## src/hdl/tank_pkg.sv

```systemverilog
//==================================================
// Tank game shared types: grid cells, headings,
// game states, status structs and default settings
//==================================================

package tank_pkg;

	// grid is 32 x 32 cells
	typedef logic [4:0] coord_t;
	typedef logic [4:0] hp_t;
	typedef logic [5:0] score_t;

	typedef enum logic [1:0] {
		dir_up,
		dir_down,
		dir_left,
		dir_right
	} dir_e;

	typedef enum logic [1:0] {
		st_idle,
		st_play,
		st_over
	} game_state_e;

	typedef struct packed {
		coord_t x;
		coord_t y; // row 0 is the top edge
	} pos_s;

	// held levels from the board buttons
	typedef struct packed {
		logic w;
		logic a;
		logic s;
		logic d;
		logic st; // start in idle/over, shoot in play
	} buttons_s;

	typedef struct packed {
		logic active;
		pos_s pos;
		dir_e dir;
	} bullet_s;

	localparam coord_t GRID_MAX = 5'd31;

	localparam pos_s PLAYER_HOME = '{x: 5'd16, y: 5'd31}; // bottom middle
	localparam dir_e PLAYER_HOME_DIR = dir_up;

	// defaults picked up by the top level
	localparam int DEF_TICK_DIV = 8;
	localparam hp_t DEF_HP_INIT = 5'd3;
	localparam int DEF_RESPAWN_TICKS = 4;
	localparam int DEF_N_ENEMY = 4;

endpackage
```

## src/hdl/player_tank.sv

```systemverilog
//==================================================
// Player tank: moves one cell per tick by the held
// buttons, and requests a bullet launch
//==================================================
`timescale 1ns/10ps

module player_tank (
	input  logic               clk,
	input  logic               arst_n,
	input  logic               start,
	input  logic               tick,
	input  tank_pkg::buttons_s buttons,
	input  logic               bullet_active,
	output tank_pkg::pos_s     player_pos,
	output tank_pkg::dir_e     player_dir,
	output logic               fire
);
	import tank_pkg::*;

	pos_s pos_q;
	pos_s pos_nxt;
	dir_e dir_q;
	dir_e dir_nxt;
	logic move;

	always_comb begin
		dir_nxt = dir_q;
		pos_nxt = pos_q;
		move = 1'b1;
		// w wins over s, then a, then d
		if (buttons.w)
			dir_nxt = dir_up;
		else if (buttons.s)
			dir_nxt = dir_down;
		else if (buttons.a)
			dir_nxt = dir_left;
		else if (buttons.d)
			dir_nxt = dir_right;
		else
			move = 1'b0;

		if (move) begin
			case (dir_nxt)
				dir_up:    if (pos_q.y != '0) pos_nxt.y = pos_q.y - 1'b1;
				dir_down:  if (pos_q.y != GRID_MAX) pos_nxt.y = pos_q.y + 1'b1;
				dir_left:  if (pos_q.x != '0) pos_nxt.x = pos_q.x - 1'b1;
				dir_right: if (pos_q.x != GRID_MAX) pos_nxt.x = pos_q.x + 1'b1;
				default:   pos_nxt = pos_q;
			endcase
		end
	end

	always_ff @(posedge clk or negedge arst_n) begin
		if (!arst_n) begin
			pos_q <= PLAYER_HOME;
			dir_q <= PLAYER_HOME_DIR;
		end else if (start) begin
			pos_q <= PLAYER_HOME; // re-home on every new game
			dir_q <= PLAYER_HOME_DIR;
		end else if (tick) begin
			pos_q <= pos_nxt;
			dir_q <= dir_nxt; // heading turns even when blocked
		end
	end

	// bullet samples pos_q/dir_q on this same edge, so it leaves
	// from the cell before the move
	assign fire = tick & buttons.st & ~bullet_active;

	assign player_pos = pos_q;
	assign player_dir = dir_q;

endmodule

```

## config.mk

```make
export PLATFORM = sky130hd
export DESIGN_NAME = player_tank
export DESIGN_NICKNAME = d
export VERILOG_FILES = /design/src/hdl/tank_pkg.sv /design/src/hdl/player_tank.sv
export SDC_FILE = /design/constraint.sdc
export NUM_CORES = 1
export LEC_CHECK = 0
export BUFFER_PORTS_ARGS = -buffer_cell sky130_fd_sc_hd__buf_2
export CAP_MARGIN = 20
export CELL_PAD_IN_SITES_DETAIL_PLACEMENT = 0
export CELL_PAD_IN_SITES_GLOBAL_PLACEMENT = 1
export CORE_MARGIN = 8
export CORE_UTILIZATION = 30
export CTS_BUF_LIST = sky130_fd_sc_hd__clkbuf_2
export DETAILED_ROUTE_END_ITERATION = 7
export PLACE_DENSITY_LB_ADDON = 0.1
export SYNTH_ARGS = -nofsm -noshare
export SYNTH_HDL_FRONTEND = slang
export SYNTH_SLANG_ARGS = --single-unit
```

## constraint.sdc

```tcl
create_clock -name clk -period 6.1 [get_ports clk]
set_input_delay 0.61 -clock clk [delete_from_list [all_inputs] [get_ports clk]]
set_output_delay 0.61 -clock clk [all_outputs]
set_load 0.05 [all_outputs]
```

==> run metrics <==
status finished, final reports clean; Total Nets Final 137; number of global-route vias before repair 751; RD Place Congestion 0.736; Post-Synth XOR/XNOR Area 6.60%; met2 wire len 927 µm; post-CTS repair timing setup buffer count 0; largest fanout on the critical path 5; Via-to-Cell Ratio 5.07; Post-CTS Hold Buffers 0; Worst Path Required 6310 ps; Total Neg Setup Slack 0 ps; Synth Area in Compound Gates 19.4%; DRT Wirelength 2.14 mm; count of state elements after synthesis 12; Residual DRC 0; number of vias in the routed layout 770; final slew viol count 0; RSZ-0062 raised after global routing no; PortBufs 22; final HPWL from detailed placement 1.70 mm; CP Launch Type input port; die height 71.6 µm; Final Hold Fails 0; largest family of logic cells by synthesized area simple AND/OR/NAND/NOR gates; root buffer cell clkbuf_2; Tcrit/Tclk final 40.4%; Synth Area per Inst 9.88 µm²; FMAX 406 MHz; CTS tree yes; Worst EP arrival 2670 ps; clk_lat worst skew 260 ps; Simple-Gate Fraction of Synth Area 21.7%; Setup CP Type input port to flop; CTS buffer count 3; CTS resizes 0; Worst-Margin Slew 415 ps; Final Setup Violations 0; leak pwr 0.489 nW; post-synthesis mux area share 6.47%; Slew HR 72.3%; Initial Util 30.9%; Die Span X 71.6 µm; Clock Sinks 12; WL met3 144 µm; post-synthesis sequential area ratio 33.2%; main flop type after synthesis dfstp_2; Power per Cell Area 207 mW/mm²; Post-Syn Instances 94; GRT overflow 0; wire length on met1 1.06 mm; H-tree depth 1; Final min period 2460 ps; Clock Pin Slew Worst Setup and Hold Paths 130 ps; Syn Nets 111; die area 0.00513 mm²; main area contributors after synthesis dfstp_2 17%, dfrtp_1 16%, ha_1 8.1%; DR top layer met4; synthesized area 928 µm²; Clock Path Buffers 2; initial antenna violation count 0; VDD IR-drop max 0.0881 mV; # IOs 23; antenna-violating nets left 0; largest net degree at the start of global routing 13; Post-Synth Adder-Cell Area 10.2%; share of cells above drive strength 1 33.6%; Antenna diodes 0; Critical Path End Type flop; Core Area 0.00300 mm²; Post-synth EDFFs 0; global-route wire length before repair 3.67 mm; total of max-cap violations 0; Netlist cell types 35; Hold Crit Class input port to asynchronous set/reset pin; TritonRoute pass-1 iters 4; global-route usage over all layers 8.82%; # rows 20; most frequent cell after synthesis nor2_1; yosys warns 0; Avg WL per Cell 14.1 µm; Yosys top cell area share 17.0%; Yosys top cell by area dfstp_2; clk_skew 6.22 ps; worst hold slack 195 ps; fraction of registers with async set/reset 100%; synth-to-layout area growth 17.1%; initial drt markers 35
==> flip-flops by register name (all words and copies together) (netlist names) <==
signal,cells
player_dir,2
player_pos,10
==> cell usage in the layout, fill, tap and decap left out, types with 2 or more instances in the layout <==
cell	n
o211ai_1	2
nor2_1	10
o21bai_4	2
nand2_1	6
nand4_1	2
xnor2_1	3
inv_1	3
clkbuf_2	3
mux2i_1	6
xor2_1	4
o21ai_0	3
a21o_1	2
nand3_1	4
a21oi_1	6
buf_2	22
nor2b_1	2
ha_1	6
dfrtp_1	6
dfstp_2	6
or3_1	4
==> report_power, final <==
group	internal, mW	total (mW)	switching, mW
clock	0.0142	0.0415	0.0272
sequential	0.0889	0.0991	0.0103
combinational	0.0298	0.0843	0.0545
==> final cells by class <==
| class | count | area (µm²) |
|---|---|---|
| Clock buffer | 3 | 15.0 |
| Clock inverter | 1 | 3.75 |
| Fill cell | 322 | 1920 |
| Inverter | 3 | 11.3 |
| Multi-Input combinational cell | 78 | 598 |
| Sequential cell | 12 | 308 |
| Tap cell | 33 | 41.3 |
| Timing Repair Buffer | 22 | 110 |
==> stage by stage <==
step	worst slack, ps	instances	utilization [%]	area, µm²	power, mW
6_report	3640	152	36.2	1090	0.225
5_1_grt	3520	152	36.2	1090	0.241
4_1_cts	3640	152	36.2	1090	0.228
3_5_place_dp	3370	148	35.6	1070	0.185
3_3_place_gp	3420	148	35.6	1070	0.185
2_1_floorplan	3530	94	-	928	0.163
==> cell families after synthesis <==
group                      after synthesis
buffers and inverters                    4
adders and majority gates                7
and+or+nand+nor                         37
AOI/OAI and AO/OA                       21
muxes                                    6
xor gates and xnor gates                 7
DFF                                     12
==> path summary, 6_finish.rpt <==
kind,startpoint,to,slack (ps),depth (start not counted)
max reg2reg,player_dir[0]$_DFFE_PN0P_,player_pos[4]$_DFFE_PN1P_,3690,9
min,arst_n,player_pos[5]$_DFFE_PN0P_,200,1
max in group asynchronous,arst_n,player_pos[4]$_DFFE_PN1P_,5620,1
max,buttons[1],player_pos[4]$_DFFE_PN1P_,3640,10
min reg2reg,player_pos[4]$_DFFE_PN1P_,player_pos[4]$_DFFE_PN1P_,540,2
min in group clk,player_pos[4]$_DFFE_PN1P_,player_pos[4]$_DFFE_PN1P_,540,2
==> critical path, cell delays in order <==
cell	delay, ps
buf_2	140
nor4b_2	410
o21bai_4	130
xor2_1	170
ha_1	230
or3_1	310
a21oi_1	140
mux2i_1	90
or3_1	350
nand3_1	90
==> routing by layer <==
layer / GRT usage, % / vias up
met2: 13.2 / 15
met5: 0 / -
met1: 11.6 / 360
li1: - / 393
met4: 2.72 / 0
met3: 2.93 / 2
No activity file was read; power rests on OpenSTA's default activity.
