## src/hdl/tank_pkg.sv

```systemverilog
//==================================================
// Tank game shared types: grid cells, headings,
// game states, status structs and default settings
//==================================================

package tank_pkg;

	// grid is 32 x 32 cells
	typedef logic [4:0] coord_t;
	typedef logic [4:0] hp_t;
	typedef logic [5:0] score_t;

	typedef enum logic [1:0] {
		dir_up,
		dir_down,
		dir_left,
		dir_right
	} dir_e;

	typedef enum logic [1:0] {
		st_idle,
		st_play,
		st_over
	} game_state_e;

	typedef struct packed {
		coord_t x;
		coord_t y; // row 0 is the top edge
	} pos_s;

	// held levels from the board buttons
	typedef struct packed {
		logic w;
		logic a;
		logic s;
		logic d;
		logic st; // start in idle/over, shoot in play
	} buttons_s;

	typedef struct packed {
		logic active;
		pos_s pos;
		dir_e dir;
	} bullet_s;

	localparam coord_t GRID_MAX = 5'd31;

	localparam pos_s PLAYER_HOME = '{x: 5'd16, y: 5'd31}; // bottom middle
	localparam dir_e PLAYER_HOME_DIR = dir_up;

	// defaults picked up by the top level
	localparam int DEF_TICK_DIV = 8;
	localparam hp_t DEF_HP_INIT = 5'd3;
	localparam int DEF_RESPAWN_TICKS = 4;
	localparam int DEF_N_ENEMY = 4;

endpackage
```

## src/hdl/enemy_tank.sv

```systemverilog
//==================================================
// Enemy tank: marches down its column, dies on a
// bullet hit or a ram, respawns after a delay
//==================================================
`timescale 1ns/10ps

module enemy_tank #(
	parameter tank_pkg::coord_t SPAWN_COL = 5'd4,
	parameter int RESPAWN_TICKS = tank_pkg::DEF_RESPAWN_TICKS
) (
	input  logic              clk,
	input  logic              arst_n,
	input  logic              start,
	input  logic              tick,
	input  tank_pkg::bullet_s bullet,
	input  tank_pkg::pos_s    player_pos,
	output logic              alive,
	output tank_pkg::pos_s    enemy_pos,
	output logic              kill,
	output logic              crash
);
	import tank_pkg::*;

	localparam int WAIT_W = (RESPAWN_TICKS > 1) ? $clog2(RESPAWN_TICKS) : 1;
	localparam logic [WAIT_W-1:0] WAIT_LAST = WAIT_W'(RESPAWN_TICKS - 1);

	logic alive_q;
	coord_t row_q;
	logic [WAIT_W-1:0] wait_cnt;

	assign enemy_pos = '{x: SPAWN_COL, y: row_q};

	// collisions on registered positions, bullet first
	assign kill = alive_q && bullet.active && (bullet.pos == enemy_pos);
	assign crash = alive_q && (player_pos == enemy_pos) && !kill;

	always_ff @(posedge clk or negedge arst_n) begin
		if (!arst_n) begin
			alive_q <= 1'b0;
			row_q <= '0;
			wait_cnt <= '0;
		end else if (start) begin
			alive_q <= 1'b1;
			row_q <= '0;
			wait_cnt <= '0;
		end else if (kill || crash) begin
			alive_q <= 1'b0;
			wait_cnt <= '0;
		end else if (tick) begin
			if (alive_q) begin
				row_q <= (row_q == GRID_MAX) ? '0 : row_q + 1'b1; // wraps to the top
			end else if (wait_cnt == WAIT_LAST) begin
				alive_q <= 1'b1; // back at the top of its column
				row_q <= '0;
				wait_cnt <= '0;
			end else begin
				wait_cnt <= wait_cnt + 1'b1;
			end
		end
	end

	assign alive = alive_q;

endmodule

```

## config.mk

```make
export PLATFORM = sky130hd
export DESIGN_NAME = enemy_tank
export DESIGN_NICKNAME = d
export VERILOG_FILES = /design/src/hdl/tank_pkg.sv /design/src/hdl/enemy_tank.sv
export SDC_FILE = /design/constraint.sdc
export NUM_CORES = 1
export LEC_CHECK = 0
export BUFFER_PORTS_ARGS = -buffer_cell sky130_fd_sc_hd__buf_2
export CAP_MARGIN = 25
export CORE_MARGIN = 3
export CORE_UTILIZATION = 45
export CTS_BUF_LIST = sky130_fd_sc_hd__clkbuf_16
export CTS_CLUSTER_DIAMETER = 120
export DETAILED_ROUTE_END_ITERATION = 12
export GPL_ROUTABILITY_DRIVEN = 1
export PLACE_DENSITY = 0.82
export SLEW_MARGIN = 20
export SYNTH_ARGS = -nofsm -noshare
export SYNTH_HDL_FRONTEND = slang
export SYNTH_SLANG_ARGS = --single-unit
```

## constraint.sdc

```tcl
create_clock -name clk -period 5.32 [get_ports clk]
set_clock_uncertainty 0.05 [all_clocks]
set_input_delay 0.532 -clock clk [delete_from_list [all_inputs] [get_ports clk]]
set_output_delay 0.532 -clock clk [all_outputs]
set_load 0.005 [all_outputs]
```

==> run_results.csv, run 1 <==
group,metric,value,unit
pwr,p_leak,0.470,nW
sta,fin_hold_ws,0.0855,ns
cts,postCtsSetupRepairBufs,0,
layout,layout_common_cells,"buf_2, dfrtp_1, xnor2_1",
grt,gr-usage-all-layers,19.3,%
layout,stdcell_count,119,
sta,rsz0062_at_grt,"no",
setup_path,critPathArrivalTime,1.71,ns
setup_path,critPathMaxStageDelay,0.50,ns
cts,cts_buffers,3,
detailed_routing,viasPerCell,5.76,
hold_path,hp-class,"input pin to async pin",
synth,synth.distinct_cells,37,
cts,clock_latency,0.23,ns
sta,tns,0,ns
layout,drive_gt1_share,38.5,%
placement,port_buffers,32,
detailed_routing,post_drt_wl_per_cell,14.6,um
sta,period_minus_slack,2.29,ns
sta,period_share,43.1,%
grt,grt_util_met1,19.9,%
layout,regArea,200,um^2
sta,setup_viol,0,
synth,synth_area_per_cell,9.39,um^2
grt,busiest_layer,"met2",
layout,multi_input_area,442,um^2
job,maxCapViolCount,0,
synth,synth_ff_type,"dfrtp_1",
synth,synth-edff-count,0,
grt,grt_pass1_wl,2650,um
sta,max_freq,436,MHz
setup_path,cp_cell_sequence,"and4b_1 > nand4_1 > nor4_4 > nor2_1 > buf_2",
setup_path,slowest_stage,"dfrtp_1",
floorplan,ios,40,
floorplan,initial_core_util,50.2,%
sta,hold_violations,0,
cts,cts.sinks,8,
synth,synth-seq-cells,8,
synth,synth-seq-area-share,29.2,%
detailed_routing,remaining_drc_errors,0,
grt,grt.met3_usage,8.76,%
detailed_routing,drt-total-wl,1730,um
cts,holdBufCountCts,0,
synth,synthCells,73,
detailed_routing,detail-route-antenna-nets,0,
synth,synthArstFlopShare,100,%
setup_path,cp.required,4.74,ns
detailed_routing,dr.pass1.iters,4,
detailed_routing,drtIter0Drc,10,
grt,grtUsageMet2,32.2,%
layout,final_common_cell,"buf_2",
grt,antenna_found_initial,0,
pwr,irDropWorstVdd,0.323,mV
sta,final_max_slew_viol_count,0,
setup_path,endpoint_kind,"output port",
run_status,outcome,"complete, no violations",
floorplan,coreArea,1370,um^2
layout,num_antenna_cells,0,
synth,synth_area,686,um^2
cts,cts_resized,0,
placement,dp_cells,116,
floorplan,row_count,13,
synth,yosys_warnings,0,
pwr,power_density,242,nW/um^2
placement,gp_congestion,0.832,
setup_path,setup.worst_path.start_class,"flip-flop",
layout,area_delta_synth_final,31.8,%
floorplan,die_h,45.0,um
placement,dpl_cell_area,828,um^2
grt,grt_overflow,0,
grt,first_global_vias,647,
setup_path,crit_fanout,9,
floorplan,die-area,2030,um^2
cts,cts.path.max_buffers,2,
floorplan,die_x,45.0,um
setup_path,worst-path-buf-inv,1,
setup_path,cp_top_family,"simple AND/OR/NAND/NOR gates",
layout,final_util,66.1,%
cts,clk_pin_slew_worst_paths,0.04,ns
layout,num-fill-cells,121,
placement,dp_hpwl,1380,um
detailed_routing,num_vias,685,
cts,htreeDepth,1,
cts,cts_tree,"built",
grt,grt_max_degree,10,
cts,cts_root_buf,"clkbuf_16",
setup_path,worst-setup-path-type,"flip-flop to output port",
layout,final_nets,136,
layout,fin_area,903,um^2
## path summary, 6_finish.rpt
| kind | startpoint | endpoint | slack [ns] | cells after the start |
|---|---|---|---|---|
| max in group asynchronous | arst_n | row_q[1]$_DFFE_PN0P_ | 4.97 | 1 |
| setup / recovery | alive$_DFFE_PN0P_ | crash | 3.03 | 5 |
| setup reg to reg | row_q[0]$_DFFE_PN0P_ | row_q[2]$_DFFE_PN0P_ | 3.21 | 6 |
| hold / removal | arst_n | alive$_DFFE_PN0P_ | 0.09 | 1 |
| min in group clk | wait_cnt[0]$_DFFE_PN0P_ | wait_cnt[0]$_DFFE_PN0P_ | 0.51 | 2 |
| hold reg to reg | wait_cnt[0]$_DFFE_PN0P_ | wait_cnt[0]$_DFFE_PN0P_ | 0.51 | 2 |
## routing by layer
metal | vias up | part of all wire, %
li1 | 322 | -
met1 | 326 | 36
met2 | 30 | 53
met3 | 7 | 8.2
met4 | 0 | 2.3
met5 | - | 0
## registers in the layout, indices dropped and copies added, names as in the netlist
name / count
wait_cnt: 2
alive: 1
row_q: 5
## power by group
group | leakage, nW | switching, W | total (W) | internal [W]
logic | 0.327 | 0.0000141 | 0.0000292 | 0.0000151
registers | 0.105 | 0.00000386 | 0.0000666 | 0.0000627
clock network | 0.0370 | 0.0000266 | 0.000123 | 0.0000966
total | 0.470 | 0.0000446 | 0.000219 | 0.000174
## per-stage QoR
step                worst slack (ns)   power, W
floorplan                       3.38  0.0000841
global route                    2.95   0.000231
detailed placement              3.08  0.0000964
CTS                             3.04   0.000222
global placement                3.13  0.0000948
finish                          3.03   0.000219
## area by class of cell
type / count / area share, %
repair buffers: 32 / 17.7
multi-input cells: 59 / 48.9
well taps: 15 / 2.08
inverters: 2 / 0.831
flip-flops and latches: 8 / 22.2
clock buffers: 3 / 8.31
## cells by family after synthesis
| family | count (synthesis) | share of synthesized area [%] |
|---|---|---|
| AOI/OAI and AO/OA | 12 | 14.4 |
| muxes | 2 | 2.92 |
| adders and majority gates | 3 | 5.48 |
| other | 2 | 1.10 |
| and+or+nand+nor | 27 | 26.1 |
| xor gates and xnor gates | 10 | 12.8 |
| DFF | 8 | 29.2 |
| buffers and inverters | 9 | 8.03 |
## Yosys cell counts (2+ instances only)
cell,n,share of area [%]
mux2i_1,2,2.9
nand2b_1,2,1.8
xnor2_1,7,8.9
xor2_1,3,3.8
dfrtp_1,8,29
ha_1,3,5.5
inv_1,2,1.1
buf_4,5,5.5
nor2_1,2,1.1
or3_1,2,1.8
nand2_1,5,2.7
nand4_1,3,2.7
buf_2,2,1.5
nor3_1,3,2.2
conb_1,2,1.1
No activity file was read; power rests on OpenSTA's default activity.
==> run 2: changes to the inputs <==
--- a/config.mk
+++ b/config.mk
@@ -5,6 +5,7 @@
 export SDC_FILE = /design/constraint.sdc
 export NUM_CORES = 1
 export LEC_CHECK = 0
+export ABC_AREA = 1
 export BUFFER_PORTS_ARGS = -buffer_cell sky130_fd_sc_hd__buf_2
 export CAP_MARGIN = 25
 export CORE_MARGIN = 3
@@ -13,7 +14,7 @@
 export CTS_CLUSTER_DIAMETER = 120
 export DETAILED_ROUTE_END_ITERATION = 12
 export GPL_ROUTABILITY_DRIVEN = 1
-export PLACE_DENSITY = 0.82
+export PLACE_DENSITY = 0.79
 export SLEW_MARGIN = 20
 export SYNTH_ARGS = -nofsm -noshare
 export SYNTH_HDL_FRONTEND = slang
==> constraint.sdc (replaced) <==
create_clock -name clk -period 2.4 [get_ports clk]
set_clock_uncertainty 0.05 [all_clocks]
set_input_delay 0.24 -clock clk [delete_from_list [all_inputs] [get_ports clk]]
set_output_delay 0.24 -clock clk [all_outputs]
set_load 0.005 [all_outputs]
==> run 2 against run 1 <==
Against the previous run:
- via count rose by 24%
- routed wire length increased by 4.0%
- flip-flop and latch count did not move
- register-to-register slack lost 2.6 ns
- non-clock buffer count rose by 1
- critical path depth rose by 3
- combinational power grew to 4.5 times the previous value
- clock power is 120% higher
- worst hold slack better by 0.23 ns
- clock-buffer cell count did not move
- final cell count increased by 56%
- die area increased by 14%
- largest cell class unchanged
==> run_results.csv, run 2 <==
group,metric,value,unit
synth,post_synth_and_or_nand_nor_area_fraction,49.2,%
sta,rsz0062_at_grt,"no",
cts,clk_pin_slew_worst_paths,0.03,ns
synth,synthTopCellsByArea,"dfrtp_1, nand2_1, inv_1",
floorplan,row_count,14,
layout,multi_input_area,495,um^2
floorplan,die_h,48.2,um
job,maxCapViolCount,0,
setup_path,worst-setup-path-type,"flip-flop to flip-flop",
sta,tns,0,ns
sta,max_freq,556,MHz
detailed_routing,dr.pass1.iters,4,
synth,yosys_warnings,0,
detailed_routing,drt-total-wl,1800,um
placement,port_buffers,32,
layout,final_nets,194,
pwr,irDropWorstVdd,0.419,mV
detailed_routing,drtIter0Drc,10,
synth,synth_top_area_share,25.0,%
setup_path,critPathArrivalTime,1.91,ns
grt,grt_pass1_wl,2670,um
run_status,outcome,"complete, no violations",
floorplan,coreArea,1590,um^2
detailed_routing,num_vias,850,
setup_path,endpoint_kind,"flip-flop",
setup_path,worstReg2RegStart,"row_q[0]$_DFFE_PN0P_",
grt,busiest_layer,"met2",
synth,synth-edff-count,0,
synth,yosys.area.top_type,"dfrtp_1",
synth,synth_compound_area_share,1.25,%
grt,grt_util_met1,19.0,%
synth,synthArstFlopShare,100,%
layout,regArea,200,um^2
synth,synth_area,801,um^2
grt,antenna_found_initial,0,
detailed_routing,post_drt_wl_per_cell,9.68,um
synth,synth_xor_area_share,4.38,%
setup_path,crit_start,"row_q[0]$_DFFE_PN0P_",
floorplan,initial_core_util,50.2,%
placement,dp_cells,182,
cts,clock_latency,0.23,ns
synth,synth.distinct_cells,24,
grt,grt.met3_usage,2.21,%
setup_path,setup.worst_path.start_class,"flip-flop",
layout,final_common_cell,"nand2_1",
synth,synth-seq-cells,8,
synth,yosys-top-cells-count,"nand2_1, inv_1, nor2_1, dfrtp_1",
placement,gp_congestion,0.820,
layout,drive_gt1_share,29.0,%
floorplan,die-area,2320,um^2
sta,hold_violations,0,
layout,num-fill-cells,153,
sta,final_max_slew_viol_count,0,
cts,cts_buffers,3,
sta,period_minus_slack,1.80,ns
layout,area_delta_synth_final,31.1,%
layout,stdcell_count,186,
cts,cts.path.max_buffers,2,
synth,synth_most_common_cell,"nand2_1",
setup_path,crit_fanout,7,
grt,grt_max_degree,9,
hold_path,hp-class,"input pin to flip-flop",
grt,grt_overflow,0,
cts,cts_root_buf,"clkbuf_16",
cts,cts.sinks,8,
layout,largest_register,"row_q",
layout,num_antenna_cells,0,
hold_path,hp-start,"start",
placement,dp_hpwl,1500,um
pwr,p_leak,0.644,nW
detailed_routing,detail-route-antenna-nets,0,
layout,largest_reg_flops,5,
synth,synth-seq-area-share,25.0,%
synth,synth_area_per_cell,6.26,um^2
detailed_routing,viasPerCell,4.57,
pwr,power_density,553,nW/um^2
synth,synthCells,128,
grt,gr-usage-all-layers,16.3,%
synth,synth.area.mux_share,0,%
cts,cts_tree,"built",
grt,first_global_vias,675,
layout,final_util,65.9,%
layout,layout_common_cells,"nand2_1, buf_2, inv_1",
floorplan,ios,40,
synth,synth_ff_type,"dfrtp_1",
floorplan,die_x,48.2,um
cts,htreeDepth,1,
grt,grtUsageMet2,29.7,%
setup_path,cp.required,2.51,ns
synth,synth_top_family_by_area,"simple AND/OR/NAND/NOR gates",
sta,period_share,74.9,%
synth,synthAdderAreaFrac,4.69,%
sta,setup_viol,0,
detailed_routing,remaining_drc_errors,0,
[run 2: cell count changes in the layout (fill, tap and decap cells not counted), sizes merged, moves of 2 or more]
| cell | before | now |
|---|---|---|
| nand2b | 3 | 0 |
| nor2 | 3 | 18 |
| inv | 2 | 20 |
| xnor2 | 7 | 2 |
| or3 | 2 | 0 |
| nor3 | 3 | 1 |
| mux2i | 2 | 0 |
| nand4 | 3 | 5 |
| nand2 | 5 | 51 |
| nand3 | 1 | 5 |
[run 2: critical path: stages (launching register included)]
cell	delay, ns
dfrtp_1	0.46
ha_1	0.25
nand2_1	0.09
nor2_1	0.04
ha_1	0.18
or2_4	0.27
nor3b_2	0.18
nand4_1	0.13
nand2_1	0.09
[run 2: area by class of cell]
class | instances | area share (%)
well taps | 24 | 2.86
multi-input cells | 97 | 47.2
clock buffers | 3 | 7.15
flip-flops and latches | 8 | 19.1
repair buffers | 33 | 16.2
inverters | 21 | 7.51
[run 2: per-layer routing]
metal,share of wire (%),vias up
li1,-,445
met1,41,372
met2,50,28
met3,8.2,5
met4,1.4,0
met5,0,-
[run 2: what timing repair did]
action | 4_1_cts | 5_1_grt
hold buffers | 1 | 0
resized for setup | 0 | 0
endpoints found under the hold margin | 8 | 0
setup buffers | 0 | 0
[run 2: stage by stage]
step	hold WS [ns]	cell area, um^2	total power, W	worst slack, ns
2_1_floorplan	-0.106	812	0.000264	0.788
3_3_place_gp	0.0392	965	0.000303	0.723
3_5_place_dp	0.0445	965	0.000310	0.615
4_1_cts	0.316	1050	0.000587	0.592
5_1_grt	0.350	1050	0.000620	0.497
6_report	0.315	1050	0.000581	0.602
[run 2: cells by family (layout without fill, tap and decap cells)]
group           Yosys count  after routing
simple gates             83             83
flops                     8              8
xor+xnor                  4              4
compound gates            2              2
buf+inv                  26             57
other cells               2              5
fa+ha+maj                 3              3
[run 2: final timing paths]
path / slack [ns] / cells after the start / endpoint
setup / recovery: 0.60 / 8 / row_q[2]$_DFFE_PN0P_
hold / removal: 0.31 / 4 / row_q[4]$_DFFE_PN0P_
setup reg to reg: 0.60 / 8 / row_q[2]$_DFFE_PN0P_
hold reg to reg: 0.43 / 2 / wait_cnt[1]$_DFFE_PN0P_
max in group asynchronous: 1.79 / 2 / row_q[0]$_DFFE_PN0P_
min in group asynchronous: 0.34 / 2 / row_q[3]$_DFFE_PN0P_
[run 2: power by group]
group / total, W / internal, W / switching, W
Sequential: 0.000178 / 0.000154 / 0.0000245
Clock: 0.000272 / 0.000214 / 0.0000578
Combinational: 0.000130 / 0.0000617 / 0.0000685
Total: 0.000581 / 0.000430 / 0.000151
