`config.mk`:
```
export PLATFORM = sky130hd
export DESIGN_NAME = bullet
export DESIGN_NICKNAME = d
export VERILOG_FILES = /design/src/hdl/tank_pkg.sv /design/src/hdl/bullet.sv
export SDC_FILE = /design/constraint.sdc
export NUM_CORES = 1
export LEC_CHECK = 0
export ABC_AREA = 1
export BUFFER_PORTS_ARGS = -buffer_cell sky130_fd_sc_hd__buf_4
export CORE_UTILIZATION = 53
export CTS_CLUSTER_DIAMETER = 100
export DETAILED_ROUTE_END_ITERATION = 8
export GPL_ROUTABILITY_DRIVEN = 0
export PLACE_DENSITY_LB_ADDON = 0.15
export SETUP_SLACK_MARGIN = 0.5
export SYNTH_ARGS = -nofsm -noshare
export SYNTH_HDL_FRONTEND = slang
export SYNTH_SLANG_ARGS = --single-unit
```
`constraint.sdc`:
```
create_clock -name clk -period 4.9 [get_ports clk]
set_input_delay 0.735 -clock clk [delete_from_list [all_inputs] [get_ports clk]]
set_output_delay 0.735 -clock clk [all_outputs]
set_load 0.005 [all_outputs]
```
`src/hdl/tank_pkg.sv`:
```
//==================================================
// Tank game shared types: grid cells, headings,
// game states, status structs and default settings
//==================================================

package tank_pkg;

	// grid is 32 x 32 cells
	typedef logic [4:0] coord_t;
	typedef logic [4:0] hp_t;
	typedef logic [5:0] score_t;

	typedef enum logic [1:0] {
		dir_up,
		dir_down,
		dir_left,
		dir_right
	} dir_e;

	typedef enum logic [1:0] {
		st_idle,
		st_play,
		st_over
	} game_state_e;

	typedef struct packed {
		coord_t x;
		coord_t y; // row 0 is the top edge
	} pos_s;

	// held levels from the board buttons
	typedef struct packed {
		logic w;
		logic a;
		logic s;
		logic d;
		logic st; // start in idle/over, shoot in play
	} buttons_s;

	typedef struct packed {
		logic active;
		pos_s pos;
		dir_e dir;
	} bullet_s;

	localparam coord_t GRID_MAX = 5'd31;

	localparam pos_s PLAYER_HOME = '{x: 5'd16, y: 5'd31}; // bottom middle
	localparam dir_e PLAYER_HOME_DIR = dir_up;

	// defaults picked up by the top level
	localparam int DEF_TICK_DIV = 8;
	localparam hp_t DEF_HP_INIT = 5'd3;
	localparam int DEF_RESPAWN_TICKS = 4;
	localparam int DEF_N_ENEMY = 4;

endpackage
```
`src/hdl/bullet.sv`:
```
//==================================================
// Player bullet: launched on fire, one cell per
// tick, retired at the grid edge or on a hit
//==================================================
`timescale 1ns/10ps

module bullet (
	input  logic              clk,
	input  logic              arst_n,
	input  logic              start,
	input  logic              tick,
	input  logic              fire,
	input  tank_pkg::pos_s    player_pos,
	input  tank_pkg::dir_e    player_dir,
	input  logic              hit,
	output tank_pkg::bullet_s bullet
);
	import tank_pkg::*;

	logic active_q;
	pos_s pos_q;
	pos_s pos_step;
	dir_e dir_q;
	logic at_edge;

	// next cell in flight, and whether that step leaves the grid
	always_comb begin
		pos_step = pos_q;
		at_edge = 1'b0;
		case (dir_q)
			dir_up: begin
				at_edge = (pos_q.y == '0);
				pos_step.y = pos_q.y - 1'b1;
			end
			dir_down: begin
				at_edge = (pos_q.y == GRID_MAX);
				pos_step.y = pos_q.y + 1'b1;
			end
			dir_left: begin
				at_edge = (pos_q.x == '0);
				pos_step.x = pos_q.x - 1'b1;
			end
			default: begin
				at_edge = (pos_q.x == GRID_MAX);
				pos_step.x = pos_q.x + 1'b1;
			end
		endcase
	end

	always_ff @(posedge clk or negedge arst_n) begin
		if (!arst_n)
			active_q <= 1'b0;
		else if (start || hit)
			active_q <= 1'b0;
		else if (fire)
			active_q <= 1'b1;
		else if (tick && active_q && at_edge)
			active_q <= 1'b0;
	end

	always_ff @(posedge clk) begin
		if (fire) begin
			pos_q <= player_pos;
			dir_q <= player_dir;
		end else if (tick && active_q) begin
			pos_q <= pos_step;
		end
	end

	assign bullet = '{active: active_q, pos: pos_q, dir: dir_q};

endmodule

```
==> results of run 1 <==
## routing by layer
metal | wire [um] | share of wire, % | vias up | track usage (%)
li1 | - | - | 471 | -
met4 | 15 | 0.69 | 0 | 9.697
met2 | 1002 | 46 | 61 | 35.29
met3 | 225 | 10 | 4 | 6.122
met5 | 0 | 0 | - | 0
met1 | 944 | 43 | 419 | 35.12
## cell usage after synthesis
master    number  area (um^2)
nand2_1       39        146.4
nor2_1        16        60.06
inv_1         13        48.80
edfxtp_1      12        360.4
nand3_1       12        60.06
o21ai_0        9        45.04
ha_1           4        50.05
xor2_1         3        26.28
nand2_2        2        12.51
nand3b_1       2        15.01
a21boi_0       1        7.510
a21oi_1        1        5.000
a31oi_1        1        6.260
buf_4          1        7.510
buf_6          1        11.26
clkinv_1       1        3.750
dfrtp_1        1        25.02
fa_1           1        20.02
inv_2          1        3.750
nand4_1        1        6.260
nor2_4         1        11.26
nor3_1         1        5.000
or2_1          1        6.260
## layout by cell type (no fill, tap or decap), types with 2 or more instances in the layout
cell type,Yosys,layout
nand2_2,2,2
buf_4,1,30
clkbuf_4,0,3
nand3b_1,2,2
edfxtp_1,12,12
nand3_1,12,12
o21ai_0,9,9
xor2_1,3,3
inv_1,13,13
ha_1,4,4
nand2_1,39,39
nor2_1,16,16
## metrics by stage
stage          setup slack (ns)  hold slack [ns]  utilization [%]  area, um^2  power [mW]
6_report                  2.792           0.2288            75.87        1196      0.3148
5_1_grt                   2.656           0.2101            75.87        1196      0.3370
4_1_cts                   2.826           0.2252            75.87        1196      0.3150
3_5_place_dp              2.841           0.5129            74.21        1170      0.2522
3_3_place_gp              2.871           0.5112            74.21        1170      0.2477
2_1_floorplan             3.043           0.4394                -       943.4      0.2093
## power by group
group	switching, mW	leakage (nW)	internal (mW)
Sequential	0.0157	0.132	0.136
Combinational	0.0523	0.449	0.0475
Clock	0.0315	0.0150	0.0315
Total	0.0996	0.596	0.215
## sequential cells by signal (all words and copies together), names as in the netlist
| name | cells |
|---|---|
| active_q | 1 |
| dir_q | 2 |
| bullet | 10 |
## worst min path at each step
stage                start  endpoint
detailed placement  arst_n  active_q
global route        arst_n  active_q
finish              arst_n  active_q
global placement    arst_n  active_q
floorplan           arst_n  active_q
CTS                 arst_n  active_q
## worst reg2reg max path, stage by stage (launching register included)
cell and delay [ns]:
edfxtp_1 0.53, inv_2 0.17, nand2_1 0.18, ha_1 0.36, nand2_1 0.08, a21oi_1 0.13
nor2_1 0.06, or2_1 0.20, nand3_1 0.09, nand2_1 0.06
## kinds of logic after synthesis
kind of cell,count (synthesis),synth area share [%]
buffers and inverters,17,7.957
adders and majority gates,5,7.427
DFF,13,40.85
xor gates and xnor gates,3,2.786
and+or+nand+nor,75,34.22
AOI/OAI and AO/OA,12,6.764
## cell type report
class | count | share of cell area (%)
clock buffers | 4 | 2.197
inverters | 15 | 4.707
flip-flops and latches | 13 | 32.22
repair buffers | 30 | 18.83
well taps | 16 | 1.674
multi-input cells | 95 | 40.38
==> flow_metrics.tcl, run 1 <==
set metrics [dict create \
    grt_usage_pct 24.35 \
    antenna_cells 0 \
    syn_avg_cell_area_um2 7.547 \
    crit_arrival_ns 2.13 \
    grt_pass1_wl_um 3539 \
    min_period_over_period_pct 43.03 \
    fp.dieW_um 44.19 \
    antenna_found_initial 0 \
    nets 181 \
    num_io_pins 31 \
    grt_max_degree 18 \
    seq_area_um2 385.4 \
    cpPeakStageDelay_ns 0.53 \
    cp_cell_sequence "inv_2 > nand2_1 > ha_1 > nand2_1 > a21oi_1 > nor2_1 > or2_1 > nand3_1 > nand2_1" \
    crit_top_cell "nand2_1" \
    drt-wirelength-per-cell_um 12.64 \
    skew_ns 0.001575 \
    drive_above_1_share_pct 23.57 \
    path_class "flop to flop" \
    critPathCaptureType "flop" \
    cp_num_buf_inv 1 \
    n_fill_cell 122 \
    drv_slew 0 \
    drtAntennaViolNets 0 \
    fin_tns_setup_ns 0 \
    clockBufferDepth 2 \
    clk_latency_ns 0.27 \
    synth_cells 125 \
    reg2reg_slack_ns 2.79 \
    multi_input_area_um2 483.0 \
    cts_setup_buffers 0 \
    power_density_mw_per_mm2 263.2 \
    core_region_area_mm2 0.001577 \
    final.min_clock_period_ns 2.108 \
    stdcell_count 173 \
    cts.sinks 13 \
    status "finished, final reports clean" \
    first_pass_iters 4 \
    rows 14 \
    maxSlewHeadroom_pct 57.01 \
    synth_cell_types 23 \
    path_max_fanout 8 \
    power_leakage_nw 0.5958 \
    fmax_ghz 0.4743 \
    post-route-drc-count 0 \
    dieArea_mm2 0.001953 \
    path_clk_slew_ns 0.07 \
    critical-path-top-delay-family "simple AND/OR/NAND/NOR gates" \
    drt_iter0_drc 32 \
    hold_class "input port to async pin" \
    setup_violations 0 \
    worst_pin_slew_ns 0.6381 \
    cts-hold-fix-buffers 0 \
    ir_drop_v 0.0001822 \
    max_cap_viol_count 0 \
    rsz0062_at_grt "false" \
    seq_area_frac_synth_pct 40.85 \
    startpoint "dir_q[1]" \
    ys_seq_elements 13 \
    cts_resized 0 \
    cts_inserted_buffers 3 \
    die_height_um 44.19 \
    portBuffers 30 \
    cp.required_ns 4.92 \
    wl_um 2187 \
    ys_warn_count 0 \
    synth_nets 148 \
    r2r-end "bullet[6]" \
    crit_path_start_kind "flop" \
    root_buffer "clkbuf_4" \
    grt_pass1_vias 843 \
    tritoncts "done" \
    start_util_pct 59.84 \
    dp.final_hpwl_um 1763 \
    dp.cells 169 \
    cp.depth 9 \
    synth_area_um2 943.4 \
    crit_end "bullet[6]" \
    slowest_stage "edfxtp_1" \
    overflow 0 \
    htreeDepth 1 \
    syn2layout_area_growth_pct 26.79 \
    final-hold-violation-count 0 \
    vias 955 \
    via_per_inst 5.520 \
    r2r_cells 9 \
    reg2reg_from "dir_q[1]" \
]
No activity file was read; power rests on OpenSTA's default activity.
==> inputs of run 2 (changes only) <==
CORE_UTILIZATION = 44   (was 53)
clock period = 1.8 ns   (was 4.9 ns; I/O delays follow)
==> flow_metrics.tcl, run 2 (same netlist as run 1, synthesis figures left out) <==
set metrics [dict create \
    drt_iter0_drc 38 \
    dp.final_hpwl_um 1859 \
    cp.depth 11 \
    path_max_fanout 6 \
    overflow 0 \
    critical-path-top-delay-family "simple AND/OR/NAND/NOR gates" \
    min_period_over_period_pct 97.55 \
    clk_latency_ns 0.28 \
    grt_max_degree 18 \
    dieArea_mm2 0.002333 \
    tritoncts "done" \
    dr_wl_met3_um 159 \
    final-hold-violation-count 0 \
    crit_path_start_kind "flop" \
    reg2reg_from "bullet[8]" \
    path_class "flop to flop" \
    start_util_pct 47.60 \
    r2r-end "bullet[11]" \
    crit_arrival_ns 1.80 \
    crit_end "bullet[11]" \
    power_leakage_nw 0.7108 \
    rows 16 \
    cts_inserted_buffers 3 \
    dr_wl_met2_um 1451 \
    drtAntennaViolNets 0 \
    largest_reg_flops 10 \
    drv_slew 0 \
    layout.cells.most_common_list "buf_4, nand2_1, nor2_1, edfxtp_1, inv_1" \
    vias 1033 \
    htreeDepth 1 \
    max_cap_viol_count 0 \
    fmax_ghz 0.5695 \
    first_pass_iters 4 \
    fp.dieW_um 48.31 \
    antenna_cells 0 \
    holdWs_ns 0.1616 \
    core_region_area_mm2 0.001982 \
    drt-wirelength-per-cell_um 13.70 \
    rsz0062_at_grt "true" \
    die_height_um 48.31 \
    final.min_clock_period_ns 1.756 \
    wl_met1_um 1135 \
    worst_pin_slew_ns 0.3409 \
    slowest_stage "edfxtp_1" \
    via_per_inst 5.089 \
    startpoint "bullet[8]" \
    hold_class "input port to flop" \
    p_total_mw 1.007 \
    root_buffer "clkbuf_4" \
    cp_cell_sequence "inv_1 > nand2_2 > nand2_2 > inv_1 > ha_2 > inv_2 > nand4_1 > nand2_1 > nand2_1 > nand3b_1 > nand2_1" \
    hold_depth 1 \
    final_common_cell "buf_4" \
    antenna_found_initial 0 \
    post-route-drc-count 0 \
    cp_num_buf_inv 3 \
    grt_usage_pct 23.55 \
    maxSlewHeadroom_pct 77.14 \
    drive_above_1_share_pct 43.18 \
    cp.required_ns 1.84 \
    crit_top_cell "nand2_1" \
    cts.sinks 13 \
    wl_um 2781 \
    r2r_cells 11 \
    grt_pass1_wl_um 4229 \
    syn2layout_area_growth_pct 58.62 \
    clockBufferDepth 2 \
    setup_violations 0 \
    portBuffers 30 \
    reg2reg_slack_ns 0.04 \
    num_io_pins 31 \
    critPathCaptureType "flop" \
    nets 200 \
    top_layer "met4" \
    path_clk_slew_ns 0.08 \
    power_density_mw_per_mm2 672.9 \
    pre_cts_ws_ns 0.0007302 \
    setup_ws_ns 0.04406 \
    skew_ns 0.002117 \
    cpPeakStageDelay_ns 0.52 \
    grt_pass1_vias 945 \
    ir_drop_v 0.0004215 \
    status "finished, final reports clean" \
]
## run 2: cell types whose count changed in the layout (fill, tap and decap cells not counted), sizes merged
cell,before,now
buf,30,48
dlygate4sd3,0,1
## run 2: layout make-up
| class | count | area (um^2) |
|---|---|---|
| multi-input combinational | 95 | 598.1 |
| fill | 139 | 485.5 |
| timing repair buffer | 49 | 396.6 |
| sequential | 13 | 385.4 |
| inverter | 15 | 56.30 |
| tap | 27 | 33.78 |
| clock buffer | 4 | 26.28 |
## run 2: power by group
group	leakage [nW]	total [mW]	internal, mW	switching, mW
clock	0.0150	0.189	0.0860	0.103
combinational	0.564	0.402	0.208	0.195
sequential	0.132	0.416	0.371	0.0451
## run 2: routing by layer
layer,vias up,GRT usage (%)
li1,511,-
met1,484,31.45
met2,34,38.03
met3,4,5.660
met4,0,6.863
met5,-,0
## run 2: how the worst min path moves through the flow
stage	startpoint	end
floorplan	arst_n	active_q
CTS	player_dir[0]	dir_q[0]
global placement	arst_n	active_q
detailed placement	arst_n	active_q
global route	player_dir[0]	dir_q[0]
finish	player_dir[1]	dir_q[1]
## run 2: what timing repair did
item | in CTS | in global routing
pin swaps | 2 | 9
endpoints found under the setup margin | 20 | 21
endpoints found under the hold margin | 1 | 0
resized for setup | 9 | 28
hold buffers | 1 | 0
setup buffers | 5 | 6
## run 2: stage by stage
stage | instances | setup TNS [ns] | area [um^2] | utilization, %
after global routing | 203 | -0.04644 | 1496 | 75.51
after CTS | 197 | 0 | 1349 | 68.06
after detailed placement | 187 | 0 | 1256 | 63.38
final | 203 | 0 | 1496 | 75.51
after floorplan | 125 | 0 | 963.4 | -
after global placement | 187 | 0 | 1256 | 63.38
==> inputs of run 3 (changes only) <==
BUFFER_PORTS_ARGS = -buffer_cell sky130_fd_sc_hd__buf_2   (was -buffer_cell sky130_fd_sc_hd__buf_4)
==> flow_metrics.tcl, run 3 (same netlist as run 1, synthesis figures left out) <==
set metrics [dict create \
    start_util_pct 47.60 \
    fmax_ghz 0.5593 \
    stdcell_count 203 \
    grt_max_degree 17 \
    htreeDepth 1 \
    dp.cells 189 \
    tritoncts "done" \
    grt_pass1_vias 1002 \
    drt-wirelength-per-cell_um 13.43 \
    maxSlewHeadroom_pct 78.98 \
    clockBufferDepth 2 \
    antenna_cells 0 \
    path_clk_slew_ns 0.09 \
    cp_cell_sequence "inv_2 > nand2_8 > ha_4 > nand2_2 > a21oi_2 > nor2_1 > or2_1 > nand3_1 > nand2_1" \
    nets 200 \
    power_leakage_nw 0.6919 \
    core_region_area_mm2 0.001982 \
    path_class "flop to flop" \
    portBuffers 30 \
    skew_ns 0.003147 \
    drtAntennaViolNets 0 \
    vias 1042 \
    cp.required_ns 1.85 \
    worst_pin_slew_ns 0.3120 \
    final_util_pct 72.54 \
    post-route-drc-count 0 \
    holdWs_ns 0.1461 \
    path_max_fanout 4 \
    startpoint "dir_q[1]" \
    fin_tns_setup_ns 0 \
    num_io_pins 31 \
    ir_drop_v 0.0004344 \
    cts.sinks 13 \
    die_height_um 48.31 \
    crit_path_start_kind "flop" \
    min_period_over_period_pct 99.34 \
    layout.cells.most_common_list "nand2_1, buf_2, nor2_1, edfxtp_1" \
    postPlaceCellArea_mm2 0.001196 \
    antenna_found_initial 0 \
    cpPeakStageDelay_ns 0.45 \
    power_density_mw_per_mm2 688.9 \
    overflow 0 \
    cts_inserted_buffers 3 \
    final.min_clock_period_ns 1.788 \
    design_area_mm2 0.001438 \
    rsz0062_at_grt "true" \
    grt_usage_pct 24.58 \
    max_cap_viol_count 0 \
    grt_pass1_wl_um 4298 \
    dieArea_mm2 0.002333 \
    rows 16 \
    reg2reg_from "dir_q[1]" \
    drive_above_1_share_pct 42.05 \
    hold_start "player_dir[0]" \
    fp.dieW_um 48.31 \
    status "finished, final reports clean" \
    slowest_stage "edfxtp_1" \
    setup_violations 0 \
    clk_latency_ns 0.29 \
    via_per_inst 5.133 \
    syn2layout_area_growth_pct 52.39 \
    root_buffer "clkbuf_4" \
    drt_iter0_drc 31 \
    largest_reg_flops 10 \
    wl_um 2726 \
    hold_class "input port to flop" \
    final-hold-violation-count 0 \
    first_pass_iters 4 \
    final_common_cell "nand2_1" \
    crit_arrival_ns 1.84 \
    drv_slew 0 \
    critPathCaptureType "flop" \
    dp.final_hpwl_um 1851 \
]
run 3: power by group:
| group | internal, mW | leakage [nW] | total [mW] | switching (mW) |
|---|---|---|---|---|
| combinational | 0.185 | 0.545 | 0.379 | 0.194 |
| sequential | 0.371 | 0.132 | 0.411 | 0.0408 |
| clock | 0.0864 | 0.0150 | 0.200 | 0.113 |
| total | 0.642 | 0.692 | 0.990 | 0.349 |
run 3: timing repair:
| action | CTS | global route |
|---|---|---|
| setup buffers | 5 | 4 |
| endpoints found under the setup margin | 9 | 22 |
| pin swaps | 12 | 15 |
| hold endpoints to repair | 1 | 0 |
| gates resized for setup | 23 | 14 |
| hold buffers | 1 | 0 |
run 3: layer usage:
metal  track usage, %  share of wire (%)  up-vias
li1                 -                  -      510
met1            30.26                 43      484
met2            40.14                 49       37
met3            3.459                4.5       11
met4            16.18                3.8        0
met5                0                  0        -
run 3: final timing paths:
check,end,slack (ns),cells after the start
hold reg to reg,active_q,0.54,2
hold / removal,dir_q[0],0.15,1
setup reg to reg,bullet[6],0.01,9
min in group asynchronous,active_q,0.28,2
setup / recovery,bullet[6],0.01,9
max in group asynchronous,active_q,1.44,2
run 3: through the flow:
stage / worst slack (ns) / total power [mW]
6_report: 0.01195 / 0.9905
5_1_grt: -0.02798 / 1.051
4_1_cts: 0.08558 / 0.9477
3_5_place_dp: 0.04542 / 0.6899
3_3_place_gp: 0.1033 / 0.6746
2_1_floorplan: 0.03623 / 0.5785
run 3: area by class of cell:
cell class,count,area [um^2]
clock buffer,4,26.28
fill,142,544.3
inverter,15,56.30
multi-input combinational,95,601.8
sequential,13,385.4
tap,27,33.78
timing repair buffer,49,334.1
run 3: worst max-delay path: cells and delay by family, from the launching register on:
family                   cells  cell delay (ns)
AO/OA/AOI/OAI                1             0.12
adder cells (fa/ha/maj)      1             0.28
buffers and inverters        1             0.14
AND/OR/NAND/NOR              6             0.57
flip-flops                   1             0.45
